--- src/hdl/OramPkg.sv ---
//----------------------------------------------------------------------
// Shared widths and types for the Path ORAM stash.
// The top parameter ORAML must not exceed LeafWidth, since leafT is fixed.
//----------------------------------------------------------------------
`default_nettype none

package OramPkg;

	//----------------------------------------------------------------------
	// Defaults for the top-level parameters
	//----------------------------------------------------------------------

	// Leaf bits, also the tree depth below the root
	localparam int LeafWidth = 3;
	// Blocks per bucket
	localparam int DefaultZ = 2;
	// Stash entries
	localparam int DefaultCapacity = 16;

	//----------------------------------------------------------------------
	// Fixed widths
	//----------------------------------------------------------------------

	localparam int DataWidth = 32;
	localparam int PAddrWidth = 16;

	// Leaf label, bit 0 picks the child below the root
	typedef logic [LeafWidth-1:0] leafT;
	// Physical address, zero marks a dummy block
	typedef logic [PAddrWidth-1:0] pAddrT;
	// Block payload
	typedef logic [DataWidth-1:0] dataT;
	// Bucket level, 0 is the root, LeafWidth the leaf bucket
	typedef logic [$clog2(LeafWidth+1)-1:0] levelT;

	// One block as it travels on the path
	typedef struct packed {
		dataT data;
		pAddrT PAddr;
		leafT leaf;
	} blockT;

	// Access phases
	typedef enum logic [2:0] {
		PhIdle,
		PhPathRead,
		PhScan,
		PhWriteback,
		PhDone
	} phaseT;

endpackage

`default_nettype wire

--- src/hdl/StashStore.sv ---
//----------------------------------------------------------------------
// Stash entry storage with lowest-free-slot allocation.
// A push while full is dropped here; the top flags the overflow.
// StashCapacity must be at least 2.
//----------------------------------------------------------------------
`timescale 1ns/1ps
`default_nettype none

module StashStore #(
	parameter int StashCapacity = OramPkg::DefaultCapacity
) (
	input wire logic Clock,
	input wire logic reset,

	// Push of one real block
	input wire OramPkg::blockT PushBlock,
	input wire logic Push,

	// Removal of one entry after its transfer
	input wire logic [$clog2(StashCapacity)-1:0] RemoveSlot,
	input wire logic Remove,

	// Combinational read port
	input wire logic [$clog2(StashCapacity)-1:0] ReadSlot,
	output OramPkg::blockT SlotBlock,

	// Status
	output logic [StashCapacity-1:0] SlotValids,
	output logic [$clog2(StashCapacity+1)-1:0] Occupancy,
	output logic Full
);

	import OramPkg::*;

	localparam int SlotWidth = $clog2(StashCapacity);

	// Entry payloads, qualified by the valid vector
	blockT entries [StashCapacity];
	logic [StashCapacity-1:0] valids;

	// Lowest free slot
	logic [SlotWidth-1:0] freeSlot;
	logic pushAccepted;

	//----------------------------------------------------------------------
	// Free slot search and occupancy
	//----------------------------------------------------------------------

	// Priority encoder, lowest index wins
	always_comb begin
		freeSlot = '0;
		for (int i = StashCapacity - 1; i >= 0; i--) begin
			if (!valids[i])
				freeSlot = SlotWidth'(i);
		end
	end

	// Population count of the valid bits
	always_comb begin
		Occupancy = '0;
		for (int i = 0; i < StashCapacity; i++) begin
			if (valids[i])
				Occupancy = Occupancy + 1'b1;
		end
	end

	assign Full = &valids;
	// Block is lost when no slot is free
	assign pushAccepted = Push && !Full;

	//----------------------------------------------------------------------
	// Valid bits
	//----------------------------------------------------------------------

	always_ff @(posedge Clock) begin
		if (reset) begin
			valids <= '0;
		end else begin
			// Push and remove never hit the same slot
			if (pushAccepted)
				valids[freeSlot] <= 1'b1;
			if (Remove)
				valids[RemoveSlot] <= 1'b0;
		end
	end

	// Payload write
	always_ff @(posedge Clock) begin
		if (pushAccepted)
			entries[freeSlot] <= PushBlock;
	end

	//----------------------------------------------------------------------
	// Outputs
	//----------------------------------------------------------------------

	// Shared by scan and writeback, the top picks the index
	assign SlotBlock = entries[ReadSlot];
	assign SlotValids = valids;

endmodule

`default_nettype wire

--- src/hdl/StashScanTable.sv ---
//----------------------------------------------------------------------
// Per-slot level table filled during scan, eligible-slot pick in writeback.
// Levels are meaningful only after a full scan of every slot.
//----------------------------------------------------------------------
`timescale 1ns/1ps
`default_nettype none

module StashScanTable #(
	parameter int ORAML = OramPkg::LeafWidth,
	parameter int StashCapacity = OramPkg::DefaultCapacity
) (
	input wire logic Clock,
	input wire logic reset,

	// Leaf of the current access
	input wire OramPkg::leafT AccessLeaf,

	// One slot per scan step
	input wire logic ScanStep,
	input wire logic [$clog2(StashCapacity)-1:0] ScanSlot,
	input wire OramPkg::blockT ScanBlock,
	input wire logic ScanValid,

	// Writeback selection
	input wire OramPkg::levelT BucketLevel,
	input wire logic [StashCapacity-1:0] SlotValids,
	output logic [$clog2(StashCapacity)-1:0] SelectSlot,
	output logic SelectFound
);

	import OramPkg::*;

	localparam int SlotWidth = $clog2(StashCapacity);

	// Deepest legal level per slot
	levelT slotLevels [StashCapacity];
	// Slot held a real entry when it was scanned
	logic [StashCapacity-1:0] scanned;

	levelT scanLevel;

	//----------------------------------------------------------------------
	// Level computation
	//----------------------------------------------------------------------

	// Matching low-order leaf bits, stops at the first mismatch
	function automatic levelT matchLevel(input leafT blockLeaf, input leafT pathLeaf);
		levelT level;
		logic matching;
		level = '0;
		matching = 1'b1;
		for (int i = 0; i < ORAML; i++) begin
			if (matching && blockLeaf[i] == pathLeaf[i])
				level = level + 1'b1;
			else
				matching = 1'b0;
		end
		return level;
	endfunction

	// Capped at ORAML by the loop bound
	assign scanLevel = matchLevel(ScanBlock.leaf, AccessLeaf);

	always_ff @(posedge Clock) begin
		if (reset) begin
			scanned <= '0;
		end else if (ScanStep) begin
			scanned[ScanSlot] <= ScanValid;
		end
	end

	// Level storage
	always_ff @(posedge Clock) begin
		if (ScanStep)
			slotLevels[ScanSlot] <= scanLevel;
	end

	//----------------------------------------------------------------------
	// Writeback selection
	//----------------------------------------------------------------------

	// Lowest slot still valid whose level reaches the bucket
	always_comb begin
		SelectFound = 1'b0;
		SelectSlot = '0;
		for (int i = StashCapacity - 1; i >= 0; i--) begin
			if (SlotValids[i] && scanned[i] && slotLevels[i] >= BucketLevel) begin
				SelectFound = 1'b1;
				SelectSlot = SlotWidth'(i);
			end
		end
	end

endmodule

`default_nettype wire

--- src/hdl/Stash.sv ---
//----------------------------------------------------------------------
// Path ORAM stash: path read, scan of every slot, greedy path writeback.
// Exactly BucketZ*(ORAML+1) write strobes per access; no LLC interface.
//----------------------------------------------------------------------
`timescale 1ns/1ps
`default_nettype none

module Stash #(
	parameter int ORAML = OramPkg::LeafWidth,
	parameter int BucketZ = OramPkg::DefaultZ,
	parameter int StashCapacity = OramPkg::DefaultCapacity
) (
	input wire logic Clock,
	input wire logic reset,

	// Access command
	input wire logic AccessStart,
	input wire OramPkg::leafT AccessLeaf,

	// Decrypted path blocks, no back-pressure
	input wire OramPkg::blockT WriteBlock,
	input wire logic WriteValid,

	// Writeback towards encryption and DRAM
	output OramPkg::blockT ReadBlock,
	output logic ReadValid,
	input wire logic ReadReady,

	// Completion and status
	output logic AccessDone,
	output logic StashAlmostFull,
	output logic StashOverflow
);

	import OramPkg::*;

	localparam int PathBlocks = BucketZ * (ORAML + 1);
	localparam int SlotWidth = $clog2(StashCapacity);
	localparam int CountWidth = $clog2(PathBlocks + 1);
	localparam int OccWidth = $clog2(StashCapacity + 1);

	phaseT phase, nextPhase;

	leafT accessLeafQ;
	logic [CountWidth-1:0] writeCount;
	logic [SlotWidth-1:0] scanSlot;
	logic [CountWidth-1:0] pathSlot;

	logic lastWrite, lastScan, lastPath;
	logic push, transfer;
	levelT bucketLevel;

	// Store and scan table wiring
	blockT slotBlock;
	logic [StashCapacity-1:0] slotValids;
	logic [OccWidth-1:0] occupancy;
	logic storeFull;
	logic [SlotWidth-1:0] readSlot;
	logic [SlotWidth-1:0] selectSlot;
	logic selectFound;

	//----------------------------------------------------------------------
	// Phase state machine
	//----------------------------------------------------------------------

	assign lastWrite = writeCount == CountWidth'(PathBlocks - 1);
	assign lastScan = scanSlot == SlotWidth'(StashCapacity - 1);
	assign lastPath = pathSlot == CountWidth'(PathBlocks - 1);
	assign transfer = ReadValid && ReadReady;

	always_comb begin
		nextPhase = phase;
		case (phase)
			PhIdle:
				if (AccessStart)
					nextPhase = PhPathRead;
			PhPathRead:
				if (WriteValid && lastWrite)
					nextPhase = PhScan;
			PhScan:
				if (lastScan)
					nextPhase = PhWriteback;
			PhWriteback:
				if (transfer && lastPath)
					nextPhase = PhDone;
			// One-cycle completion
			PhDone:
				nextPhase = PhIdle;
			default:
				nextPhase = PhIdle;
		endcase
	end

	always_ff @(posedge Clock) begin
		if (reset)
			phase <= PhIdle;
		else
			phase <= nextPhase;
	end

	// Leaf is held for the whole access
	always_ff @(posedge Clock) begin
		if (phase == PhIdle && AccessStart)
			accessLeafQ <= AccessLeaf;
	end

	//----------------------------------------------------------------------
	// Path counters
	//----------------------------------------------------------------------

	always_ff @(posedge Clock) begin
		if (reset) begin
			writeCount <= '0;
			scanSlot <= '0;
			pathSlot <= '0;
		end else begin
			// Strobes counted, dummies included
			if (phase == PhPathRead && WriteValid)
				writeCount <= lastWrite ? '0 : writeCount + 1'b1;
			if (phase == PhScan)
				scanSlot <= lastScan ? '0 : scanSlot + 1'b1;
			// Held while ReadReady is low
			if (transfer)
				pathSlot <= lastPath ? '0 : pathSlot + 1'b1;
		end
	end

	// Leaf bucket first, root last
	assign bucketLevel = levelT'(ORAML - int'(pathSlot) / BucketZ);

	//----------------------------------------------------------------------
	// Inbound path and status
	//----------------------------------------------------------------------

	// Dummies never reach the store
	assign push = phase == PhPathRead && WriteValid && WriteBlock.PAddr != '0;

	// Sticky until reset
	always_ff @(posedge Clock) begin
		if (reset)
			StashOverflow <= 1'b0;
		else if (push && storeFull)
			StashOverflow <= 1'b1;
	end

	// Not enough room left for another full path
	assign StashAlmostFull = int'(occupancy) > StashCapacity - PathBlocks;

	//----------------------------------------------------------------------
	// Storage and scan
	//----------------------------------------------------------------------

	// Read port follows the scan, then the selection
	assign readSlot = phase == PhScan ? scanSlot : selectSlot;

	StashStore #(
		.StashCapacity(StashCapacity)
	) i_StashStore (
		.Clock(Clock),
		.reset(reset),
		.PushBlock(WriteBlock),
		.Push(push),
		.RemoveSlot(selectSlot),
		.Remove(transfer && selectFound),
		.ReadSlot(readSlot),
		.SlotBlock(slotBlock),
		.SlotValids(slotValids),
		.Occupancy(occupancy),
		.Full(storeFull)
	);

	StashScanTable #(
		.ORAML(ORAML),
		.StashCapacity(StashCapacity)
	) i_StashScanTable (
		.Clock(Clock),
		.reset(reset),
		.AccessLeaf(accessLeafQ),
		.ScanStep(phase == PhScan),
		.ScanSlot(scanSlot),
		.ScanBlock(slotBlock),
		.ScanValid(slotValids[scanSlot]),
		.BucketLevel(bucketLevel),
		.SlotValids(slotValids),
		.SelectSlot(selectSlot),
		.SelectFound(selectFound)
	);

	//----------------------------------------------------------------------
	// Outbound path
	//----------------------------------------------------------------------

	// All-zero block doubles as the dummy
	assign ReadBlock = selectFound ? slotBlock : '0;
	assign ReadValid = phase == PhWriteback;
	assign AccessDone = phase == PhDone;

endmodule

`default_nettype wire

--- config.mk ---
export PLATFORM = sky130hd
export DESIGN_NAME = Stash
export DESIGN_NICKNAME = d
export VERILOG_FILES = /design/src/hdl/OramPkg.sv /design/src/hdl/StashStore.sv /design/src/hdl/StashScanTable.sv /design/src/hdl/Stash.sv
export SDC_FILE = /design/constraint.sdc
export NUM_CORES = 1
export LEC_CHECK = 0
export BUFFER_PORTS_ARGS = -buffer_cell sky130_fd_sc_hd__buf_2
export CELL_PAD_IN_SITES_DETAIL_PLACEMENT = 0
export CELL_PAD_IN_SITES_GLOBAL_PLACEMENT = 2
export CORE_MARGIN = 2
export CORE_UTILIZATION = 47
export CTS_CLUSTER_DIAMETER = 50
export DETAILED_ROUTE_END_ITERATION = 8
export PLACE_DENSITY = 0.91
export SLEW_MARGIN = 25
export SYNTH_ARGS = -nofsm -noshare
export SYNTH_HDL_FRONTEND = slang
export SYNTH_SLANG_ARGS = --single-unit
--- constraint.sdc ---
create_clock -name Clock -period 18.4 [get_ports Clock]
set_clock_uncertainty 0.15 [all_clocks]
set_input_delay 2.76 -clock Clock [delete_from_list [all_inputs] [get_ports Clock]]
set_output_delay 2.76 -clock Clock [all_outputs]
set_load 0.01 [all_outputs]
# Word level (Yosys, flattened, before mapping)
# Memories as Yosys holds them, arrays and structs flattened.
# Cells that the tools add are included.
[word_totals] n_memories=2 inputBits=59 regBits=51 latchBits=0 out_inout_bits=55 mem_bits_ro=0 mem_bits_rw=848 elab_cells=217
[memory_table] name="i_StashStore.entries" depth=16 word_bits=51 rd=1 rd_clocked_by_memory_dff=0 write_ports=1 line="StashStore.sv:38" text="blockT entries [StashCapacity];"
[memory_table] name="i_StashScanTable.slotLevels" depth=16 word_bits=2 rd=16 rd_clocked_by_memory_dff=0 write_ports=1 line="StashScanTable.sv:36" text="levelT slotLevels [StashCapacity];"
[classes] n_bitwise=3 n_reduce_logical=51 n_lt_le_gt_ge=23 mux=95 n_shift=0 n_eq_ne=14 multipliers=0 addsub=21 div=0
[ops] operator="$mux 4" count=36
[ops] operator="$mux 5" count=15
[ops] operator="$add 5x1->5 const B" count=14
[ops] operator="$mux 51" count=1
[ops] operator="$mux 16" count=3
[ops] operator="$logic_and 1x1->1" count=46
[ops] operator="$ge 2x2->1" count=16
[ops] operator="$mux 1" count=28
[ops] operator="$and 16x16->16" count=1
[ops] operator="$bwmux 16" count=1
[ops] operator="$not 16->16" count=1
[ops] operator="$or 16x16->16" count=1
[ops] operator="$reduce_and 16->1" count=1
[ops] operator="$reduce_bool 16->1" count=1
[ops] operator="$lt 4x5->1 const B" count=3
[ops] operator="$add 4x1->4 const B" count=3
[ops] operator="$demux 1 s4" count=3
[ops] operator="$ge 4x1->1 const B" count=3
[ops] operator="$mux 3" count=4
[ops] operator="$pmux 3 s4" count=1
[ops] operator="$eq 4x3->1 const B" count=2
[ops] operator="$eq 3x2->1 const B" count=2
[ops] operator="$ne 2x2->1 const B" count=3
[ops] operator="$gt 5x4->1 const B" count=1
[ops] operator="other kinds (13)" count=17

# Depth between registers and ports, before layout
# Gate-level depths: netlist of the first run.
[logic_depth] ltp_word=32 mapped_depth=46 depth_no_buf=44

# By module
# From an unflattened synthesis of the first run, not the netlist that was laid out.
[hier_totals] cells_unflattened=1956 area_unflattened_um2=37410.9
[by_module_without_submodules] module="StashStore" area_per_inst_um2=33261.9 seq_area_each_um2=24823.8 instances=1 cells_per_inst=1522
[by_module_without_submodules] module="StashScanTable" area_per_inst_um2=2708.8 seq_area_each_um2=1281.2 instances=1 cells_per_inst=257
[by_module_without_submodules] module="Stash" area_per_inst_um2=1440.1 seq_area_each_um2=410.4 instances=1 cells_per_inst=177

# Least setup slack after synthesis of the first run
# No wires, ideal clock.
[synth_timing] path_kind="register to output" from="reg i_StashStore.valids[0] (netlist: i_StashStore.SlotValids[0])" to="out StashAlmostFull" setup_slack_ns=7.112 arrival_time_ns=8.378 t_required_ns=15.490 stages_incl_launch_ff=44 path_buffers=2 cell_sequence="dfxtp_1 > clkbuf_1 > inv_1 > ha_1 > buf_2 > xor2_1 > ha_1 > mux2i_1 > xnor2_1 > a32oi_1 > nand2_1 > ha_1 > nand2_1 > a21oi_1 > a221o_1 > mux2i_1 > nor3_1 > inv_1 > [... 8 more ...] > nand2_1 > o21ai_0 > a31oi_1 > xnor2_1 > nand2_1 > o311a_1 > ha_1 > xnor2_1 > a21o_1 > a222oi_1 > o311a_1 > ha_1 > mux2_2 > ha_1 > xnor2_1 > nand4b_1 > a21oi_1 > a32oi_1"
[synth_between] elab_chain_cells=32
[synth_rtl] item="start: declaration" line="StashStore.sv:39" text="logic [StashCapacity-1:0] valids;"
[synth_rtl] item="start signal: assignment" line="StashStore.sv:77" text="valids <= '0;"
[synth_rtl] item="start signal: indexed assignment" line="StashStore.sv:81" text="valids[freeSlot] <= 1'b1;"
[synth_rtl] item="start signal: indexed assignment" line="StashStore.sv:83" text="valids[RemoveSlot] <= 1'b0;"
[synth_rtl] item="$mux 1 (*)" line="StashStore.sv:62" text="if (valids[i])"
[synth_rtl] item="$add 1x1->2" line="StashStore.sv:63" text="Occupancy = Occupancy + 1'b1;"
[synth_rtl] item="$mux 5 (*)" line="StashStore.sv:62"
[synth_rtl] item="$add 5x1->5" line="StashStore.sv:63"
[synth_rtl] item="$mux 5 (*)" line="StashStore.sv:62"
[synth_rtl] item="$add 5x1->5" line="StashStore.sv:63"
[synth_rtl] item="$mux 5 (*)" line="StashStore.sv:62"
[synth_rtl] item="$add 5x1->5" line="StashStore.sv:63"
[synth_rtl] item="[... 16 more ...]"
[synth_rtl] item="$mux 5 (*)" line="StashStore.sv:62"
[synth_rtl] item="$add 5x1->5" line="StashStore.sv:63"
[synth_rtl] item="$mux 5 (*)" line="StashStore.sv:62"
[synth_rtl] item="$add 5x1->5" line="StashStore.sv:63"
[synth_rtl] item="$mux 5 (*)" line="StashStore.sv:62"
[synth_rtl] item="$add 5x1->5" line="StashStore.sv:63"
[synth_rtl] item="$mux 5 (*)" line="StashStore.sv:62"
[synth_rtl] item="$gt 5x4->1 (*)" line="Stash.sv:147" text="assign StashAlmostFull = int'(occupancy) > StashCapacity - PathBlocks;"
[synth_rtl] item="end: declaration" line="Stash.sv:31" text="output logic StashAlmostFull,"
# Every way passes the cells marked *; elsewhere a longest branch is shown, timed or not.

# Worst setup path in the final report of the first run
# Same ends and word-level chain as after synthesis.

==> results.txt, run 1 <==
Outcome: complete, no violations
Vias per std cell: 5.95
Yosys reg bits: 899
Largest net degree at the start of global routing: 227
Reg clk slew, reported paths: 0.06 ns
Final WL: 102000 µm
Minimum clock period: 13.40 ns
Post-synthesis sequential area ratio: 0.677
Std-Cell Core Area: 82200 µm²
# setup viols final: 0
Critical Path RT: 15.49 ns
Nets: 3307
Register area: 26500 µm²
DRC violation total after the first TritonRoute iteration: 2462
Slew @ Worst Pin: 1.06 ns
Gr ovfl total: 0
Distinct cells, synth: 83
Placed cell areas: 40800 µm²
Max Root-Sink Buffers: 3
DRC viols: 0
Crit Path Max Fanout: 11
Routed WL per cell: 23.4 µm
IO Pins: 114
RSZ-0062 raised after global routing: no
Worst Reg-to-Reg Cells: 16
Mapped Area: 39100 µm²
Comb pwr share: 0.018
Clock latency on the worst-skew pair: 0.66 ns
Hold slack: 0.317 ns
CTS sink count: 899
Arrival time at the worst endpoint: 10.49 ns
FF-to-FF Start: pathSlot[1]$_SDFFE_PP0P_
Most common library cell in the layout ignoring fill and taps: edfxtp_1
Yosys synthesis warning count: 0
Die X: 293 µm
Die area: 85600 µm²
CP startpoint: i_StashStore.SlotValids[0]$_SDFF_PP0_
Setup crit end kind: output port
Reg power frac: 0.527
Final GP Congestion: 0.826
Max cap viols: 0
# Post-CTS Setup Buffers: 0
Commonest cells after routing, fill and taps aside: edfxtp_1 (851), nand2_1 (850), and3_1 (205)
CTS Buf Count: 103
Number of global-route vias before repair: 26100
Final hold viol count: 0
Leak: 15.2 nW
Post-cts sizing count: 0
Dpl cells: 4154
Hold_buf cts: 0
Area Growth Syn to Fin: 12.9%
Worst stage delay on the critical path: 0.55 ns
H-tree level count: 3
FP Rows: 105
Post-Syn Area per Cell: 12.5 µm²
Most common cell type on the critical path: ha_1
Ys flop type: edfxtp_1
Setup TNS: 0 ns
Initial Utilization: 0.476
EDFF count, synth: 851
Share of cells above drive strength 1: 0.115
Fin. max-slew vios: 0
Pre-antenna DRT Iters: 6
Die height: 293 µm
Fin area: 44200 µm²
Syn nets: 3253
R2R setup slack: 12.32 ns
Cell Int Power: 3.39 mW
CTS tree: built
Clock share of power: 0.455
Instance count of the mapped netlist: 3140
Number of I/O port buffers: 113
GRT Resource Usage Total: 0.236
First-pass GRT wire length: 155000 µm
Max Clk Rate: 0.0746 GHz
Slowest CP cell: ha_1
Min-delay worst type: reg -> reg
# fillers: 6754
Sw Pwr: 0.879 mW
Area of the multi-input gates: 11900 µm²
Final non-filler cell total: 4350
Post-DP HPWL: 51100 µm
Critical path launch point type: flip-flop
Via count: 25900
Period utilization: 0.728
Post-DRT Antenna Nets: 0
Pwr dens: 96.5 nW/µm²
Antenna violations before repair: 10
Clock tree root driver cell: clkbuf_16
Critical R2R Capture: i_StashScanTable.slotLevels[3][0]$_DFFE_PP_
Final Util: 0.537
Post-synthesis async set-or-reset flop share: 0
Max-slew headroom: 0.296
Peak supply drop: 0.0000739 V
Critical path class: reg -> out
Sw Ratio: 0.206
Crit path capture: StashAlmostFull
-- power by group through the flow --
stage / clock [mW] / combinational, mW / sequential (mW)
final: 1.94 / 0.0762 / 2.25
after CTS: 1.97 / 0.0760 / 2.25
after global placement: 0 / 0.0717 / 2.29
after floorplan: 0 / 0.0342 / 2.29
after detailed placement: 0 / 0.0756 / 2.29
after global routing: 2.05 / 0.0840 / 2.25
-- per-layer routing --
metal | routed length [µm] | vias to the layer above | track usage
met3 | 6510 | 204 | 0.0349
li1 | - | 11800 | -
met5 | 75 | - | 0
met1 | 42200 | 13000 | 0.306
met4 | 2890 | 12 | 0.0807
met2 | 50300 | 894 | 0.406
-- per-stage QoR --
step / setup WS (ns) / total power, mW
CTS: 4.95 / 4.29
global route: 4.18 / 4.38
global placement: 6.07 / 2.36
finish: 5.00 / 4.27
detailed placement: 5.70 / 2.37
floorplan: 7.11 / 2.33
-- registers in the layout, indices dropped and copies added, names as in the netlist --
| register | flops |
|---|---|
| i_StashStore.entries | 816 |
| i_StashScanTable.slotLevels | 32 |
| i_StashScanTable.scanned | 16 |
| i_StashStore.SlotValids | 16 |
| pathSlot | 4 |
| scanSlot | 4 |
| writeCount | 4 |
| accessLeafQ | 3 |
| phase | 3 |
| StashOverflow | 1 |
-- synth_stat cells, drive strengths merged, types with 5 or more instances --
library cell    n  share of area
clkbuf        189          0.018
a31oi          15         0.0024
buf            20         0.0023
a21o            6         0.0012
nand3          35         0.0046
nor3           21         0.0028
xor2           22         0.0056
mux2           10         0.0029
nand4           6        0.00096
o22ai           9         0.0016
and2           13         0.0021
a311oi        196          0.044
ha             54          0.017
nand3b          7         0.0013
a21oi          48         0.0062
mux2i          34         0.0087
xnor2          37         0.0094
and3          205          0.033
nand2         850          0.082
nor2           94         0.0090
nor3b          10         0.0019
inv            36         0.0036
a211oi         20         0.0038
a21boi         51         0.0098
nand2b         27         0.0043
dfxtp          48          0.025
mux4           14         0.0081
nor4            6        0.00096
o21a            5        0.00096
nor2b          13         0.0021
edfxtp        851           0.65
o21ai         119          0.015
-- critical path: cells and delay by family (launching register included) --
kind | cells | cell delay (ns)
AOI/OAI and AO/OA | 18 | 3.58
xor gates and xnor gates | 5 | 0.97
adders and majority gates | 7 | 2.42
buffers and inverters | 3 | 0.44
DFF | 1 | 0.51
muxes | 2 | 0.37
and+or+nand+nor | 10 | 1.55
-- cell type report --
cell class / count / share of cell area
Antenna cell: 2 / 0.000113
Clock buffer: 131 / 0.0619
Multi-Input combinational cell: 1995 / 0.269
Sequential cell: 899 / 0.600
Tap cell: 1070 / 0.0303
Timing Repair Buffer: 158 / 0.0240
Inverter: 37 / 0.00326
Clock inverter: 58 / 0.0114
-- worst min-delay path by stage --
stage | cells after the start | from | to | slack [ns]
after floorplan | 2 | writeCount[3]$_SDFFE_PP0P_ | writeCount[3]$_SDFFE_PP0P_ | 0.30
after global placement | 2 | writeCount[3]$_SDFFE_PP0P_ | writeCount[3]$_SDFFE_PP0P_ | 0.30
after detailed placement | 2 | StashOverflow$_SDFFE_PP0P_ | StashOverflow$_SDFFE_PP0P_ | 0.31
after CTS | 2 | writeCount[3]$_SDFFE_PP0P_ | writeCount[3]$_SDFFE_PP0P_ | 0.32
after global routing | 2 | StashOverflow$_SDFFE_PP0P_ | StashOverflow$_SDFFE_PP0P_ | 0.34
final | 2 | StashOverflow$_SDFFE_PP0P_ | StashOverflow$_SDFFE_PP0P_ | 0.32
-- kinds of logic (layout without fill, tap and decap cells) --
kind of cell	count (synthesis)	in the layout	share of synthesized area
and+or+nand+nor	1303	1303	0.148
AOI/OAI and AO/OA	514	514	0.0952
adders and majority gates	56	56	0.0178
DFF	899	899	0.677
xor gates and xnor gates	64	64	0.0180
other	0	2	0
buffers and inverters	246	384	0.0241
muxes	58	58	0.0196
Note: power is estimated with default switching activity, not from simulation.
==> run 2, diff against run 1 <==
- CORE_UTILIZATION: 47 -> 44
- PLACE_DENSITY: 0.91 -> 0.87
- clock period: 18.4 -> 12.71 ns (I/O delays scaled with it)
==> results.txt, run 2 (synthesized netlist as in run 1, its figures left out) <==
RSZ-0062 raised after global routing: no (unchanged)
Critical Path RT: 10.65 ns (was 15.49 ns)
Most common cell type on the critical path: ha_1 (unchanged)
Post-DRT Antenna Nets: 0 (unchanged)
Worst Reg-to-Reg Cells: 14 (was 16)
Clock tree root driver cell: clkbuf_16 (unchanged)
Most common library cell in the layout ignoring fill and taps: edfxtp_1 (unchanged)
CTS tree: built (unchanged)
Commonest cells after routing, fill and taps aside: edfxtp_1 (851), nand2_1 (850), and3_1 (205) (unchanged)
GRT Resource Usage Total: 0.227 (was 0.236)
Minimum clock period: 11.84 ns
Setup TNS: 0 ns (unchanged)
Peak supply drop: 0.000112 V (was 0.0000739 V)
Register area: 26500 µm² (about the same)
Largest net degree at the start of global routing: 221 (was 227)
Top flop regs: i_StashStore.entries: 816 flops, i_StashScanTable.slotLevels: 32 flops (unchanged)
Gr ovfl total: 0 (unchanged)
Initial Utilization: 0.444 (was 0.476)
Final WL: 104000 µm (was 102000 µm)
Hold path cells: 2 (unchanged)
Antenna violations before repair: 10 (unchanged)
Largest reg by FF count: i_StashStore.entries (unchanged)
Share of cells above drive strength 1: 0.114 (was 0.115)
Std-Cell Core Area: 88200 µm² (was 82200 µm²)
Die area: 91400 µm² (was 85600 µm²)
Max Root-Sink Buffers: 3 (unchanged)
Critical path class: reg -> out (unchanged)
H-tree level count: 3 (unchanged)
Number of I/O port buffers: 113 (unchanged)
Final hold viol count: 0 (unchanged)
Pre-antenna DRT Iters: 6 (unchanged)
CTS sink count: 899 (unchanged)
FP Rows: 109 (was 105)
FF-to-FF Start: pathSlot[2]$_SDFFE_PP0P_ (was pathSlot[1]$_SDFFE_PP0P_)
Crit Path Max Fanout: 11 (unchanged)
DRC violation total after the first TritonRoute iteration: 2417 (was 2462)
Leak: 15.0 nW (was 15.2 nW)
Routed WL per cell: 23.5 µm (was 23.4 µm)
Period utilization: 0.932
Critical path launch point type: flip-flop (unchanged)
Max Clk Rate: 0.0844 GHz
Max FFs per register: 816 (unchanged)
Reg clk slew, reported paths: 0.06 ns (about the same)
Final GP Congestion: 0.827 (was 0.826)
# fillers: 7422 (was 6754)
IO Pins: 114 (unchanged)
Arrival time at the worst endpoint: 9.79 ns (was 10.49 ns)
Slowest CP cell: ha_2 (was ha_1)
Post-DP HPWL: 52800 µm (was 51100 µm)
DRC viols: 0 (unchanged)
Max-slew headroom: 0.256 (was 0.296)
Outcome: complete, no violations (unchanged)
Die height: 302 µm (was 293 µm)
Slew @ Worst Pin: 1.12 ns (was 1.06 ns)
First-pass GRT wire length: 157000 µm (was 155000 µm)
Vias per std cell: 5.86 (was 5.95)
Die X: 302 µm (was 293 µm)
Nets: 3292 (was 3307)
Area of the multi-input gates: 11900 µm² (about the same)
Max cap viols: 0 (unchanged)
Pwr dens: 138 nW/µm² (was 96.5 nW/µm²)
CTS Buf Count: 93 (was 103)
Clock latency on the worst-skew pair: 0.65 ns (was 0.66 ns)
Area Growth Syn to Fin: 12.5% (was 12.9%)
Via count: 25900 (about the same)
CP startpoint: i_StashStore.SlotValids[1]$_SDFF_PP0_ (was i_StashStore.SlotValids[0]$_SDFF_PP0_)
Worst stage delay on the critical path: 0.49 ns (was 0.55 ns)
Min-delay worst type: reg -> reg (unchanged)
Setup crit end kind: output port (unchanged)
Hold slack: 0.319 ns (was 0.317 ns)
Number of global-route vias before repair: 25700 (was 26100)
Hold Startpoint: StashOverflow$_SDFFE_PP0P_ (unchanged)
Fin. max-slew vios: 0 (unchanged)
# setup viols final: 0 (unchanged)
run 2: cell types whose count changed in the layout (fill, tap and decap cells not counted), sizes merged:
cell / change
buf: -5
bufinv: +6
clkbuf: -25
clkinv: +4
clkinvlp: +4
inv: -8
run 2: critical path: cells and delay by family (launching register included):
kind	cells	cell delay, ns
XOR/XNOR	6	1.12
flip-flops	1	0.42
AND/OR/NAND/NOR	9	1.29
adder cells (fa/ha/maj)	7	2.33
AO/OA/AOI/OAI	15	3.23
buffers and inverters	3	0.38
multiplexers	2	0.36
run 2: routing by layer:
| layer | GRT usage | share of wire | vias up |
|---|---|---|---|
| met5 | 0 | 0.00038 | - |
| met4 | 0.0724 | 0.024 | 6 |
| met3 | 0.0303 | 0.062 | 183 |
| met2 | 0.385 | 0.50 | 914 |
| met1 | 0.303 | 0.42 | 13000 |
| li1 | - | - | 11700 |
run 2: stage by stage:
step	instances	setup WS, ns	power (mW)	area, µm²	util
after floorplan	3140	2.28	3.37	39100	-
after global placement	4248	1.34	3.42	40900	0.463
after detailed placement	4249	1.10	3.43	40900	0.464
after CTS	4419	0.330	6.13	44000	0.499
after global routing	4421	0.0414	6.26	44000	0.499
final	4421	0.865	6.08	44000	0.499
run 2: area by class of cell:
cell class              count  share of cell area
repair buffers            153              0.0209
clock inverters            64              0.0152
clock buffers             106              0.0547
well taps                1165              0.0331
multi-input cells        1995               0.271
diodes                      2            0.000114
flip-flops and latches    899               0.602
inverters                  37             0.00327
run 2: final timing paths:
kind	end	slack [ns]
min reg2reg	StashOverflow$_SDFFE_PP0P_	0.32
max	StashAlmostFull	0.87
max reg2reg	i_StashScanTable.slotLevels[10][1]$_DFFE_PP_	5.38
min	StashOverflow$_SDFFE_PP0P_	0.32
run 2: repair_timing:
action,4_1_cts,5_1_grt
buffers inserted,0,0
hold buffers,0,0
gates resized for setup,0,6
endpoints found under the setup margin,0,1
run 2: where the power goes:
group	leakage (nW)	internal [mW]	total, mW	switching (mW)
sequential	8.05	3.25	3.25	0.00380
combinational	5.52	0.0316	0.110	0.0783
clock	1.48	1.58	2.72	1.14
